--- config.mk ---
export PLATFORM = sky130hd
export DESIGN_NAME = idDecode
export DESIGN_NICKNAME = d
export VERILOG_FILES = /design/src/design/isaPkg.sv /design/src/design/ctrlPkg.sv /design/src/design/intDecode.sv /design/src/design/memDecode.sv /design/src/design/branchResolve.sv /design/src/design/excDecode.sv /design/src/design/idDecode.sv
export VERILOG_INCLUDE_DIRS = /design/src /design/src/design
export SDC_FILE = /design/constraint.sdc
export NUM_CORES = 1
export LEC_CHECK = 0
export ABC_AREA = 1
export BUFFER_PORTS_ARGS = -buffer_cell sky130_fd_sc_hd__buf_2
export CAP_MARGIN = 20
export CORE_MARGIN = 2
export CORE_UTILIZATION = 54
export CTS_CLUSTER_DIAMETER = 200
export DETAILED_ROUTE_END_ITERATION = 8
export GPL_ROUTABILITY_DRIVEN = 0
export GPL_TIMING_DRIVEN = 0
export HOLD_SLACK_MARGIN = 0.1
export PLACE_DENSITY = 0.85
export RECOVER_POWER = 50
export SLEW_MARGIN = 40
export SYNTH_ARGS = -nofsm -noshare
export SYNTH_HDL_FRONTEND = slang
export SYNTH_SLANG_ARGS = --single-unit
--- constraint.sdc ---
create_clock -name clk -period 2.6 [get_ports clk]
set_clock_uncertainty 0.15 [all_clocks]
set_input_delay 0.13 -clock clk [delete_from_list [all_inputs] [get_ports clk]]
set_output_delay 0.13 -clock clk [all_outputs]
set_load 0.05 [all_outputs]
--- src/design/mipsConsts.svh ---
`ifndef MIPS_CONSTS_SVH
`define MIPS_CONSTS_SVH

// Instruction word geometry
`define INSTR_W 32
`define OP_W 6
`define FUNCT_W 6
`define REG_W 5

`define OP_MSB 31
`define OP_LSB 26
`define RS_MSB 25
`define RS_LSB 21
`define RT_MSB 20
`define RT_LSB 16
`define RD_MSB 15
`define RD_LSB 11
`define SHAMT_MSB 10
`define SHAMT_LSB 6
`define FUNCT_MSB 5
`define FUNCT_LSB 0

// Exception codes as seen in the Cause register
`define EXC_W 5
`define EXC_RI 5'd10
`define EXC_BP 5'd9
`define EXC_SYS 5'd8

`endif

--- src/design/isaPkg.sv ---
`include "mipsConsts.svh"

package isaPkg;

	// Primary opcodes of the supported instructions
	typedef enum logic [`OP_W-1:0] {
		OP_SPECIAL = 6'o00,
		OP_REGIMM = 6'o01,
		OP_J = 6'o02,
		OP_JAL = 6'o03,
		OP_BEQ = 6'o04,
		OP_BNE = 6'o05,
		OP_BLEZ = 6'o06,
		OP_BGTZ = 6'o07,
		OP_ADDI = 6'o10,
		OP_ADDIU = 6'o11,
		OP_SLTI = 6'o12,
		OP_SLTIU = 6'o13,
		OP_ANDI = 6'o14,
		OP_ORI = 6'o15,
		OP_XORI = 6'o16,
		OP_LUI = 6'o17,
		OP_BEQL = 6'o24,
		OP_BNEL = 6'o25,
		OP_BLEZL = 6'o26,
		OP_BGTZL = 6'o27,
		OP_LB = 6'o40,
		OP_LH = 6'o41,
		OP_LWL = 6'o42,
		OP_LW = 6'o43,
		OP_LBU = 6'o44,
		OP_LHU = 6'o45,
		OP_LWR = 6'o46,
		OP_SB = 6'o50,
		OP_SH = 6'o51,
		OP_SWL = 6'o52,
		OP_SW = 6'o53,
		OP_SWR = 6'o56,
		OP_LL = 6'o60,
		OP_SC = 6'o70
	} opcodeT;

	// SPECIAL function field
	typedef enum logic [`FUNCT_W-1:0] {
		FN_SLL = 6'o00,
		FN_SRL = 6'o02,
		FN_SRA = 6'o03,
		FN_SLLV = 6'o04,
		FN_SRLV = 6'o06,
		FN_SRAV = 6'o07,
		FN_JR = 6'o10,
		FN_JALR = 6'o11,
		FN_SYSCALL = 6'o14,
		FN_BREAK = 6'o15,
		FN_SYNC = 6'o17,
		FN_ADD = 6'o40,
		FN_ADDU = 6'o41,
		FN_SUB = 6'o42,
		FN_SUBU = 6'o43,
		FN_AND = 6'o44,
		FN_OR = 6'o45,
		FN_XOR = 6'o46,
		FN_NOR = 6'o47,
		FN_SLT = 6'o52,
		FN_SLTU = 6'o53
	} functT;

	// REGIMM branches, selected by the rt field
	typedef enum logic [`REG_W-1:0] {
		RI_BLTZ = 5'b00000,
		RI_BGEZ = 5'b00001,
		RI_BLTZL = 5'b00010,
		RI_BGEZL = 5'b00011,
		RI_BLTZAL = 5'b10000,
		RI_BGEZAL = 5'b10001,
		RI_BLTZALL = 5'b10010,
		RI_BGEZALL = 5'b10011
	} regimmT;

	typedef logic [`REG_W-1:0] regIdxT;

endpackage

--- src/design/ctrlPkg.sv ---
package ctrlPkg;

	typedef enum logic [4:0] {
		ALU_ADD = 5'd0,
		ALU_SUB = 5'd1,
		ALU_OR = 5'd2,
		ALU_AND = 5'd3,
		ALU_NOR = 5'd4,
		ALU_XOR = 5'd5,
		ALU_SLL = 5'd6,
		ALU_SRL = 5'd7,
		ALU_SRA = 5'd8,
		ALU_SLT = 5'd9,
		ALU_SLTU = 5'd10,
		ALU_ADDU = 5'd12,
		ALU_SUBU = 5'd16,
		ALU_NONE = 5'd31
	} aluOpT;

	typedef enum logic [1:0] {
		EXT_ZERO = 2'd0,
		EXT_SIGN = 2'd1,
		EXT_UPPER = 2'd2 // Immediate into the upper half
	} extOpT;

	typedef enum logic [1:0] {
		DEST_RT = 2'd0,
		DEST_RD = 2'd1,
		DEST_R31 = 2'd2
	} destSelT;

	// Write-back mux source
	typedef enum logic [2:0] {
		WB_IMM = 3'd1,
		WB_ALU = 3'd2,
		WB_LINK = 3'd3,
		WB_MEM = 3'd4,
		WB_SC = 3'd7 // SC success flag
	} wbSelT;

	typedef enum logic [3:0] {
		MEM_SB = 4'd0,
		MEM_SH = 4'd1,
		MEM_SW = 4'd2,
		MEM_SWL = 4'd3,
		MEM_SWR = 4'd4,
		MEM_LBU = 4'd5,
		MEM_LB = 4'd6,
		MEM_LHU = 4'd7,
		MEM_LH = 4'd8,
		MEM_LWL = 4'd9,
		MEM_LWR = 4'd10,
		MEM_LW = 4'd11
	} memSelT;

	typedef enum logic [1:0] {
		NPC_SEQ = 2'd0,
		NPC_BRANCH = 2'd1,
		NPC_JUMP = 2'd2,
		NPC_JREG = 2'd3
	} npcOpT;

endpackage

--- src/design/intDecode.sv ---
module intDecode (
	input isaPkg::opcodeT op,
	input isaPkg::functT funct,
	input isaPkg::regIdxT rt,
	output ctrlPkg::aluOpT aluOp,
	output ctrlPkg::extOpT extOp,
	output logic shiftImmSel,
	output logic regWrite,
	output ctrlPkg::destSelT destSel,
	output ctrlPkg::wbSelT wbSel,
	output logic intLegal
);
	import isaPkg::*;
	import ctrlPkg::*;

	logic linkBr; // REGIMM branch that writes the return address

	assign linkBr = (op == OP_REGIMM) &&
		(regimmT'(rt) inside {RI_BLTZAL, RI_BGEZAL, RI_BLTZALL, RI_BGEZALL});

	// Shift amount comes from shamt, not from rs
	assign shiftImmSel = (op == OP_SPECIAL) && (funct inside {FN_SLL, FN_SRL, FN_SRA});

	always_comb begin
		aluOp = ALU_NONE;
		extOp = EXT_ZERO;
		case (op)
			OP_SPECIAL: begin
				case (funct)
					FN_ADD: aluOp = ALU_ADD;
					FN_ADDU: aluOp = ALU_ADDU;
					FN_SUB: aluOp = ALU_SUB;
					FN_SUBU: aluOp = ALU_SUBU;
					FN_AND: aluOp = ALU_AND;
					FN_OR: aluOp = ALU_OR;
					FN_XOR: aluOp = ALU_XOR;
					FN_NOR: aluOp = ALU_NOR;
					FN_SLT: aluOp = ALU_SLT;
					FN_SLTU: aluOp = ALU_SLTU;
					FN_SLL, FN_SLLV: aluOp = ALU_SLL;
					FN_SRL, FN_SRLV: aluOp = ALU_SRL;
					FN_SRA, FN_SRAV: aluOp = ALU_SRA;
					default: aluOp = ALU_NONE;
				endcase
			end
			// Address generation uses the same adder as ADDI
			OP_ADDI, OP_LB, OP_LH, OP_LWL, OP_LW, OP_LBU, OP_LHU, OP_LWR, OP_LL,
			OP_SB, OP_SH, OP_SWL, OP_SW, OP_SWR, OP_SC: begin
				aluOp = ALU_ADD;
				extOp = EXT_SIGN;
			end
			OP_ADDIU: begin
				aluOp = ALU_ADDU;
				extOp = EXT_SIGN;
			end
			OP_SLTI: begin
				aluOp = ALU_SLT;
				extOp = EXT_SIGN;
			end
			OP_SLTIU: begin
				aluOp = ALU_SLTU;
				extOp = EXT_SIGN;
			end
			OP_ANDI: aluOp = ALU_AND;
			OP_ORI: aluOp = ALU_OR;
			OP_XORI: aluOp = ALU_XOR;
			OP_LUI: begin
				aluOp = ALU_OR; // Result unused, write-back takes the immediate
				extOp = EXT_UPPER;
			end
			default: aluOp = ALU_NONE;
		endcase
	end

	always_comb begin
		regWrite = 1'b0;
		destSel = DEST_RT;
		wbSel = WB_ALU;
		intLegal = 1'b0;
		case (op)
			OP_SPECIAL: begin
				destSel = DEST_RD;
				if (funct == FN_JALR) begin
					regWrite = 1'b1;
					wbSel = WB_LINK;
				end else if (aluOp != ALU_NONE) begin
					regWrite = 1'b1;
					intLegal = 1'b1;
				end
			end
			OP_ADDI, OP_ADDIU, OP_SLTI, OP_SLTIU, OP_ANDI, OP_ORI, OP_XORI: begin
				regWrite = 1'b1;
				intLegal = 1'b1;
			end
			OP_LUI: begin
				regWrite = 1'b1;
				wbSel = WB_IMM;
				intLegal = 1'b1;
			end
			OP_LB, OP_LH, OP_LWL, OP_LW, OP_LBU, OP_LHU, OP_LWR, OP_LL: begin
				regWrite = 1'b1;
				wbSel = WB_MEM;
			end
			OP_SC: begin
				regWrite = 1'b1; // rt receives the success flag
				wbSel = WB_SC;
			end
			OP_JAL: begin
				regWrite = 1'b1;
				destSel = DEST_R31;
				wbSel = WB_LINK;
			end
			OP_REGIMM: begin
				if (linkBr) begin
					regWrite = 1'b1;
					destSel = DEST_R31;
					wbSel = WB_LINK;
				end
			end
			default: regWrite = 1'b0;
		endcase
	end

	// A write with no ALU work must take its data from another source
	wrSrcChk: assert final (!regWrite || aluOp != ALU_NONE ||
		wbSel inside {WB_MEM, WB_LINK, WB_SC})
		else $error("intDecode: register write without a data source");

endmodule

--- src/design/memDecode.sv ---
module memDecode (
	input isaPkg::opcodeT op,
	output logic memRead,
	output logic memWrite,
	output ctrlPkg::memSelT memSel,
	output logic llOp,
	output logic scOp,
	output logic memLegal
);
	import isaPkg::*;
	import ctrlPkg::*;

	assign llOp = (op == OP_LL);
	assign scOp = (op == OP_SC);
	assign memLegal = memRead || memWrite;

	always_comb begin
		memRead = 1'b0;
		memWrite = 1'b0;
		memSel = MEM_LW; // Word access when idle
		case (op)
			OP_LB: memSel = MEM_LB;
			OP_LBU: memSel = MEM_LBU;
			OP_LH: memSel = MEM_LH;
			OP_LHU: memSel = MEM_LHU;
			OP_LWL: memSel = MEM_LWL;
			OP_LWR: memSel = MEM_LWR;
			OP_SB: memSel = MEM_SB;
			OP_SH: memSel = MEM_SH;
			OP_SWL: memSel = MEM_SWL;
			OP_SWR: memSel = MEM_SWR;
			OP_SW, OP_SC: memSel = MEM_SW;
			default: memSel = MEM_LW; // LW and LL
		endcase
		case (op)
			OP_LB, OP_LBU, OP_LH, OP_LHU, OP_LW, OP_LWL, OP_LWR, OP_LL: memRead = 1'b1;
			OP_SB, OP_SH, OP_SW, OP_SWL, OP_SWR, OP_SC: memWrite = 1'b1;
			default: memRead = 1'b0;
		endcase
	end

	rdWrChk: assert final (!(memRead && memWrite))
		else $error("memDecode: read and write in one access");

endmodule

--- src/design/branchResolve.sv ---
module branchResolve (
	input isaPkg::opcodeT op,
	input isaPkg::functT funct,
	input isaPkg::regIdxT rt,
	input logic cmpEq,
	input logic [3:0] cmpSign, // GEZ, LTZ, GTZ, LEZ from MSB down
	output logic isBranch,
	output ctrlPkg::npcOpT npcOp,
	output logic likelyFlush,
	output logic brLegal
);
	import isaPkg::*;
	import ctrlPkg::*;

	typedef enum logic [2:0] {
		COND_EQ,
		COND_NE,
		COND_GEZ,
		COND_LTZ,
		COND_LEZ,
		COND_GTZ
	} condT;

	condT cond;
	logic condBr; // Conditional branch form recognized
	logic likely;
	logic condHolds;
	logic jump;
	logic jumpReg;

	always_comb begin
		cond = COND_EQ;
		condBr = 1'b1;
		likely = 1'b0;
		case (op)
			OP_BEQ: cond = COND_EQ;
			OP_BNE: cond = COND_NE;
			OP_BLEZ: cond = COND_LEZ;
			OP_BGTZ: cond = COND_GTZ;
			OP_BEQL: begin
				cond = COND_EQ;
				likely = 1'b1;
			end
			OP_BNEL: begin
				cond = COND_NE;
				likely = 1'b1;
			end
			OP_BLEZL, OP_BGTZL: begin
				cond = (op == OP_BLEZL) ? COND_LEZ : COND_GTZ;
				likely = 1'b1;
				condBr = (rt == '0); // Nonzero rt is reserved
			end
			OP_REGIMM: begin
				cond = rt[0] ? COND_GEZ : COND_LTZ;
				likely = rt[1];
				condBr = (regimmT'(rt) inside {RI_BLTZ, RI_BGEZ, RI_BLTZL, RI_BGEZL,
					RI_BLTZAL, RI_BGEZAL, RI_BLTZALL, RI_BGEZALL});
			end
			default: condBr = 1'b0;
		endcase
	end

	always_comb begin
		case (cond)
			COND_EQ: condHolds = cmpEq;
			COND_NE: condHolds = !cmpEq;
			COND_GEZ: condHolds = cmpSign[3];
			COND_LTZ: condHolds = cmpSign[2];
			COND_GTZ: condHolds = cmpSign[1];
			default: condHolds = cmpSign[0]; // LEZ
		endcase
	end

	assign jump = (op == OP_J) || (op == OP_JAL);
	assign jumpReg = (op == OP_SPECIAL) && (funct inside {FN_JR, FN_JALR});

	always_comb begin
		if (condBr && condHolds)
			npcOp = NPC_BRANCH;
		else if (jump)
			npcOp = NPC_JUMP;
		else if (jumpReg)
			npcOp = NPC_JREG;
		else
			npcOp = NPC_SEQ;
	end

	assign isBranch = condBr || jump || jumpReg;
	assign likelyFlush = condBr && likely && !condHolds; // Annul the delay slot
	assign brLegal = isBranch;

endmodule

--- src/design/excDecode.sv ---
`include "mipsConsts.svh"

module excDecode (
	input isaPkg::opcodeT op,
	input isaPkg::functT funct,
	input logic intLegal,
	input logic memLegal,
	input logic brLegal,
	output logic exception,
	output logic [`EXC_W-1:0] excCode
);
	import isaPkg::*;

	logic sysOp;
	logic brkOp;
	logic syncOp;
	logic claimed; // Some decoder knows this encoding

	assign sysOp = (op == OP_SPECIAL) && (funct == FN_SYSCALL);
	assign brkOp = (op == OP_SPECIAL) && (funct == FN_BREAK);
	assign syncOp = (op == OP_SPECIAL) && (funct == FN_SYNC);
	assign claimed = intLegal || memLegal || brLegal || sysOp || brkOp || syncOp;

	always_comb begin
		exception = 1'b1;
		if (!claimed)
			excCode = `EXC_RI;
		else if (brkOp)
			excCode = `EXC_BP;
		else if (sysOp)
			excCode = `EXC_SYS;
		else begin
			exception = 1'b0;
			excCode = '0;
		end
	end

	codeChk: assert final (exception == (excCode != '0))
		else $error("excDecode: exception flag and code disagree");

endmodule

--- src/design/idDecode.sv ---
`include "mipsConsts.svh"

module idDecode (
	input logic clk,
	input logic rst,
	input logic [`INSTR_W-1:0] instr,
	input logic instrValid,
	input logic cmpEq,
	input logic [3:0] cmpSign,
	output logic decValid,
	output ctrlPkg::aluOpT aluOp,
	output ctrlPkg::extOpT extOp,
	output logic shiftImmSel,
	output logic regWrite,
	output ctrlPkg::destSelT destSel,
	output ctrlPkg::wbSelT wbSel,
	output logic memRead,
	output logic memWrite,
	output ctrlPkg::memSelT memSel,
	output logic llOp,
	output logic scOp,
	output logic isBranch,
	output ctrlPkg::npcOpT npcOp,
	output logic likelyFlush,
	output logic exception,
	output logic [`EXC_W-1:0] excCode
);
	import isaPkg::*;
	import ctrlPkg::*;

	opcodeT op;
	functT funct;
	regIdxT rt;

	aluOpT aluOpNext;
	extOpT extOpNext;
	destSelT destSelNext;
	wbSelT wbSelNext;
	memSelT memSelNext;
	npcOpT npcOpNext;
	logic shiftImmSelNext;
	logic regWriteNext;
	logic memReadNext;
	logic memWriteNext;
	logic llOpNext;
	logic scOpNext;
	logic isBranchNext;
	logic likelyFlushNext;
	logic exceptionNext;
	logic [`EXC_W-1:0] excCodeNext;
	logic intLegal;
	logic memLegal;
	logic brLegal;

	// Field split
	assign op = opcodeT'(instr[`OP_MSB:`OP_LSB]);
	assign funct = functT'(instr[`FUNCT_MSB:`FUNCT_LSB]);
	assign rt = instr[`RT_MSB:`RT_LSB];

	intDecode uInt (
		.op(op),
		.funct(funct),
		.rt(rt),
		.aluOp(aluOpNext),
		.extOp(extOpNext),
		.shiftImmSel(shiftImmSelNext),
		.regWrite(regWriteNext),
		.destSel(destSelNext),
		.wbSel(wbSelNext),
		.intLegal(intLegal)
	);

	memDecode uMem (
		.op(op),
		.memRead(memReadNext),
		.memWrite(memWriteNext),
		.memSel(memSelNext),
		.llOp(llOpNext),
		.scOp(scOpNext),
		.memLegal(memLegal)
	);

	branchResolve uBr (
		.op(op),
		.funct(funct),
		.rt(rt),
		.cmpEq(cmpEq),
		.cmpSign(cmpSign),
		.isBranch(isBranchNext),
		.npcOp(npcOpNext),
		.likelyFlush(likelyFlushNext),
		.brLegal(brLegal)
	);

	excDecode uExc (
		.op(op),
		.funct(funct),
		.intLegal(intLegal),
		.memLegal(memLegal),
		.brLegal(brLegal),
		.exception(exceptionNext),
		.excCode(excCodeNext)
	);

	// Control outputs, cleared by reset
	always_ff @(posedge clk) begin
		if (!rst) begin
			decValid <= 1'b0;
			regWrite <= 1'b0;
			memRead <= 1'b0;
			memWrite <= 1'b0;
			llOp <= 1'b0;
			scOp <= 1'b0;
			isBranch <= 1'b0;
			npcOp <= NPC_SEQ;
			likelyFlush <= 1'b0;
			exception <= 1'b0;
		end else begin
			decValid <= instrValid; // One-cycle pulse per strobe
			if (instrValid) begin
				regWrite <= regWriteNext;
				memRead <= memReadNext;
				memWrite <= memWriteNext;
				llOp <= llOpNext;
				scOp <= scOpNext;
				isBranch <= isBranchNext;
				npcOp <= npcOpNext;
				likelyFlush <= likelyFlushNext;
				exception <= exceptionNext;
			end
		end
	end

	// Payload selects
	always_ff @(posedge clk) begin
		if (instrValid) begin
			aluOp <= aluOpNext;
			extOp <= extOpNext;
			shiftImmSel <= shiftImmSelNext;
			destSel <= destSelNext;
			wbSel <= wbSelNext;
			memSel <= memSelNext;
			excCode <= excCodeNext;
		end
	end

	// Every strobe yields exactly one result, one cycle later
	validChk: assert property (@(posedge clk) disable iff (!rst)
		decValid == ($past(instrValid) && $past(rst)))
		else $error("idDecode: decValid does not follow instrValid");

endmodule

==> metrics.md <==
| Metric | Value |
|---|---|
| Area Overhead vs Synth | 20.1% |
| Total global routing track utilization | 0.239 |
| RSZ-0062 raised after global routing | false |
| Startpoint Class | input pin |
| Syn Area/Cell | 7.70 µm² |
| Pre-antenna DRT Iters | 5 |
| Synth warn | 0 |
| Share of cells above drive strength 1 | 0.258 |
| Initial Util | 0.572 |
| Leak Pwr | 1.26 nW |
| Max VDD drop | 0.325 mV |
| Multiplexer area fraction after synthesis | 0 |
| Die W | 67.0 µm |
| CTS tree | yes |
| Top cell by count, worst path | nor2_1 |
| Synth Area in Compound Gates | 0.110 |
| MaxCap Viol Count | 0 |
| Hold slack | 0.122 ns |
| Commonest non-fill, non-tap cell in the layout | nand2_1 |
| GRT Residual Overflow | 0 |
| Crit path DAT | 2.06 ns |
| Endpoints failing setup | 0 |
| Period minus WS final | 2.18 ns |
| Fill cell count | 325 |
| # DRC | 0 |
| CTS Root Cell | clkbuf_8 |
| Final Cycle Share | 0.837 |
| Finished Core Util | 0.687 |
| Clk buf depth | 2 |
| Vias per cell | 5.41 |
| Hold/Removal Path Class | input pin to flip-flop |
| Post-route cell area | 2570 µm² |
| Core Region | 3740 µm² |
| Post-DR wirelength/cell | 12.6 µm |
| GR peak layer | met2 |
| FP Rows | 22 |
| Setup TNS | 0 ns |
| Max incr delay on CP | 0.54 ns |
| Clock Sinks | 31 |
| Area occupied by multi-input gates | 1110 µm² |
| Met3 usage | 0.0541 |
| Die ar. | 4480 µm² |
| Vias | 2126 |
| Placed standard-cell area | 2470 µm² |
| DRT antenna net count | 0 |
| Initial antenna violation count | 0 |
| CTS Hold Bufs | 4 |
| H-tree level count | 2 |
| Vias in the first global route | 1917 |
| Nets | 389 |
| CTS Buf Count | 5 |
| FF/Latch Area | 821 µm² |
| Mapped Area | 2140 µm² |
| Largest net degree at the start of global routing | 22 |
| Most frequent cells in the layout | nand2_1 (57), buf_2 (35), nor2_1 (31) |
| CP Capture Type | flip-flop |
| Worst Setup Path Type | input pin to flip-flop |
| Met2 GRT Util | 0.399 |
| Ports | 73 |
| Synth Area in Adders | 0.0292 |
| Cells after Synth | 278 |
| Setup bufs post-CTS | 0 |
| First-pass GRT wire length | 8090 µm |
| Slew HR | 0.321 |
| Starting DRT DRC Count | 137 |
| Post-synthesis xor/xnor area fraction | 0 |
| Pins over their slew limit | 0 |
| Clock latency at the later pin of the worst-skew pair | 0.28 ns |
| Largest family of logic cells by synthesized area | simple AND/OR/NAND/NOR gates |
| Post-Synth Simple-Gate Area | 0.380 |
| Placed wire-length estimate | 3850 µm |
| DIE HEIGHT | 67.0 µm |
| CP max stage cell | dlygate4sd3_1 |
| PwrDens | 516 nW/µm² |
| Critical-path cell list | dlygate4sd3_1, buf_2, nor2_1, o21ai_0, nor3b_1, nor2_1, nand3_1, nor3_2, nand2_2, nand2_1 |
| Post-synth cell types | 41 |
| Worst-Margin Slew | 1.02 ns |
| Crit path max fanout | 6 |
| CP required | 2.49 ns |
| WL final | 4950 µm |
| Met1 Use GR | 0.295 |
| F_max | 460 MHz |
| Status | finished clean |
| IO Port Bufs | 54 |
| Clock slew at reported path FFs | 0.06 ns |
| Final hold viol count | 0 |
| Post-synthesis sequential area ratio | 0.383 |
| Flops & latches, synth | 31 |
| ANT cells | 0 |
| Cts repair resizes | 0 |
[Yosys cell counts]
library cell | count | area, µm²
nand2_4 | 1 | 11.3
nand3_2 | 5 | 50.1
o21ai_1 | 1 | 5.00
nand3_4 | 1 | 17.5
inv_4 | 1 | 6.26
dfxtp_1 | 11 | 220
and3_1 | 1 | 6.26
or2_2 | 2 | 12.5
a31o_2 | 1 | 8.76
o22ai_1 | 1 | 6.26
buf_6 | 3 | 33.8
o21ai_2 | 2 | 17.5
o2111ai_1 | 2 | 17.5
nand3_1 | 27 | 135
inv_1 | 28 | 105
o21ai_0 | 8 | 40.0
nand2_2 | 8 | 50.1
a21oi_1 | 12 | 60.1
edfxtp_1 | 20 | 601
o21a_1 | 2 | 15.0
a31oi_1 | 1 | 6.26
a32oi_1 | 1 | 8.76
ha_1 | 5 | 62.6
o211ai_2 | 1 | 12.5
nor2_4 | 4 | 45.0
nor2_2 | 5 | 31.3
nand2_1 | 57 | 214
nor4_1 | 3 | 18.8
or3_1 | 1 | 6.26
a21oi_2 | 1 | 8.76
o211ai_1 | 3 | 22.5
buf_4 | 3 | 22.5
nor2_1 | 29 | 109
nor3_1 | 4 | 20.0
inv_2 | 8 | 30.0
nor3_2 | 3 | 30.0
nor3b_1 | 1 | 7.51
conb_1 | 1 | 3.75
nand4_1 | 8 | 50.1
buf_2 | 1 | 5.00
o31ai_1 | 1 | 7.51
[sequential cells by signal (all words and copies together), names as in the netlist, 2 cells and up]
name,cells
npcOp,2
destSel,2
wbSel,3
memSel,4
extOp,2
aluOp,5
excCode,3
[power by group]
| group | switching (mW) | internal (mW) | leakage (nW) | total, mW |
|---|---|---|---|---|
| Sequential | 0.00984 | 0.569 | 0.285 | 0.578 |
| Combinational | 0.279 | 0.0898 | 0.926 | 0.369 |
| Clock | 0.166 | 0.213 | 0.0482 | 0.379 |
[cell families (layout without fill, tap and decap cells)]
family,after synthesis,after routing
adders and majority gates,5,5
and+or+nand+nor,160,160
AOI/OAI and AO/OA,37,37
other,1,2
DFF,31,31
buffers and inverters,44,110
[stage by stage]
step                      power (mW)  cells  setup slack [ns]
after floorplan                0.867    279             0.985
after global placement         0.954    381             0.697
after detailed placement       0.960    381             0.680
after CTS                       1.34    393             0.448
after global routing            1.39    393             0.234
final                           1.33    393             0.424
[final cells by class]
| cell class | count | area share |
|---|---|---|
| clock inverters | 1 | 0.00195 |
| well taps | 48 | 0.0234 |
| inverters | 37 | 0.0550 |
| repair buffers | 58 | 0.111 |
| plain buffers | 7 | 0.0234 |
| flip-flops and latches | 31 | 0.319 |
| multi-input cells | 204 | 0.432 |
| clock buffers | 7 | 0.0336 |
[path summary, 6_finish.rpt]
| path | cells after the start | startpoint | slack (ns) | endpoint |
|---|---|---|---|---|
| worst max register to register | 2 | npcOp[0]$_SDFFE_PN0P_ | 1.80 | npcOp[0]$_SDFFE_PN0P_ |
| worst min register to register | 2 | likelyFlush$_SDFFE_PN0P_ | 0.33 | likelyFlush$_SDFFE_PN0P_ |
| worst max-delay path | 10 | instr[4] | 0.42 | excCode[3]$_SDFFCE_PP1P_ |
| worst min-delay path | 6 | cmpSign[2] | 0.12 | likelyFlush$_SDFFE_PN0P_ |
[metal layers]
layer / part of all wire / vias to the layer above
met5: 0 / -
met2: 0.47 / 115
met3: 0.092 / 13
met4: 0.020 / 0
li1: - / 1071
met1: 0.42 / 927
[worst max-delay path: cells and delay by family]
family                 cells  cell delay, ns
AO/OA/AOI/OAI              1            0.19
buffers and inverters      2            0.68
AND/OR/NAND/NOR            7            1.06
No activity file was read; power rests on OpenSTA's default activity.
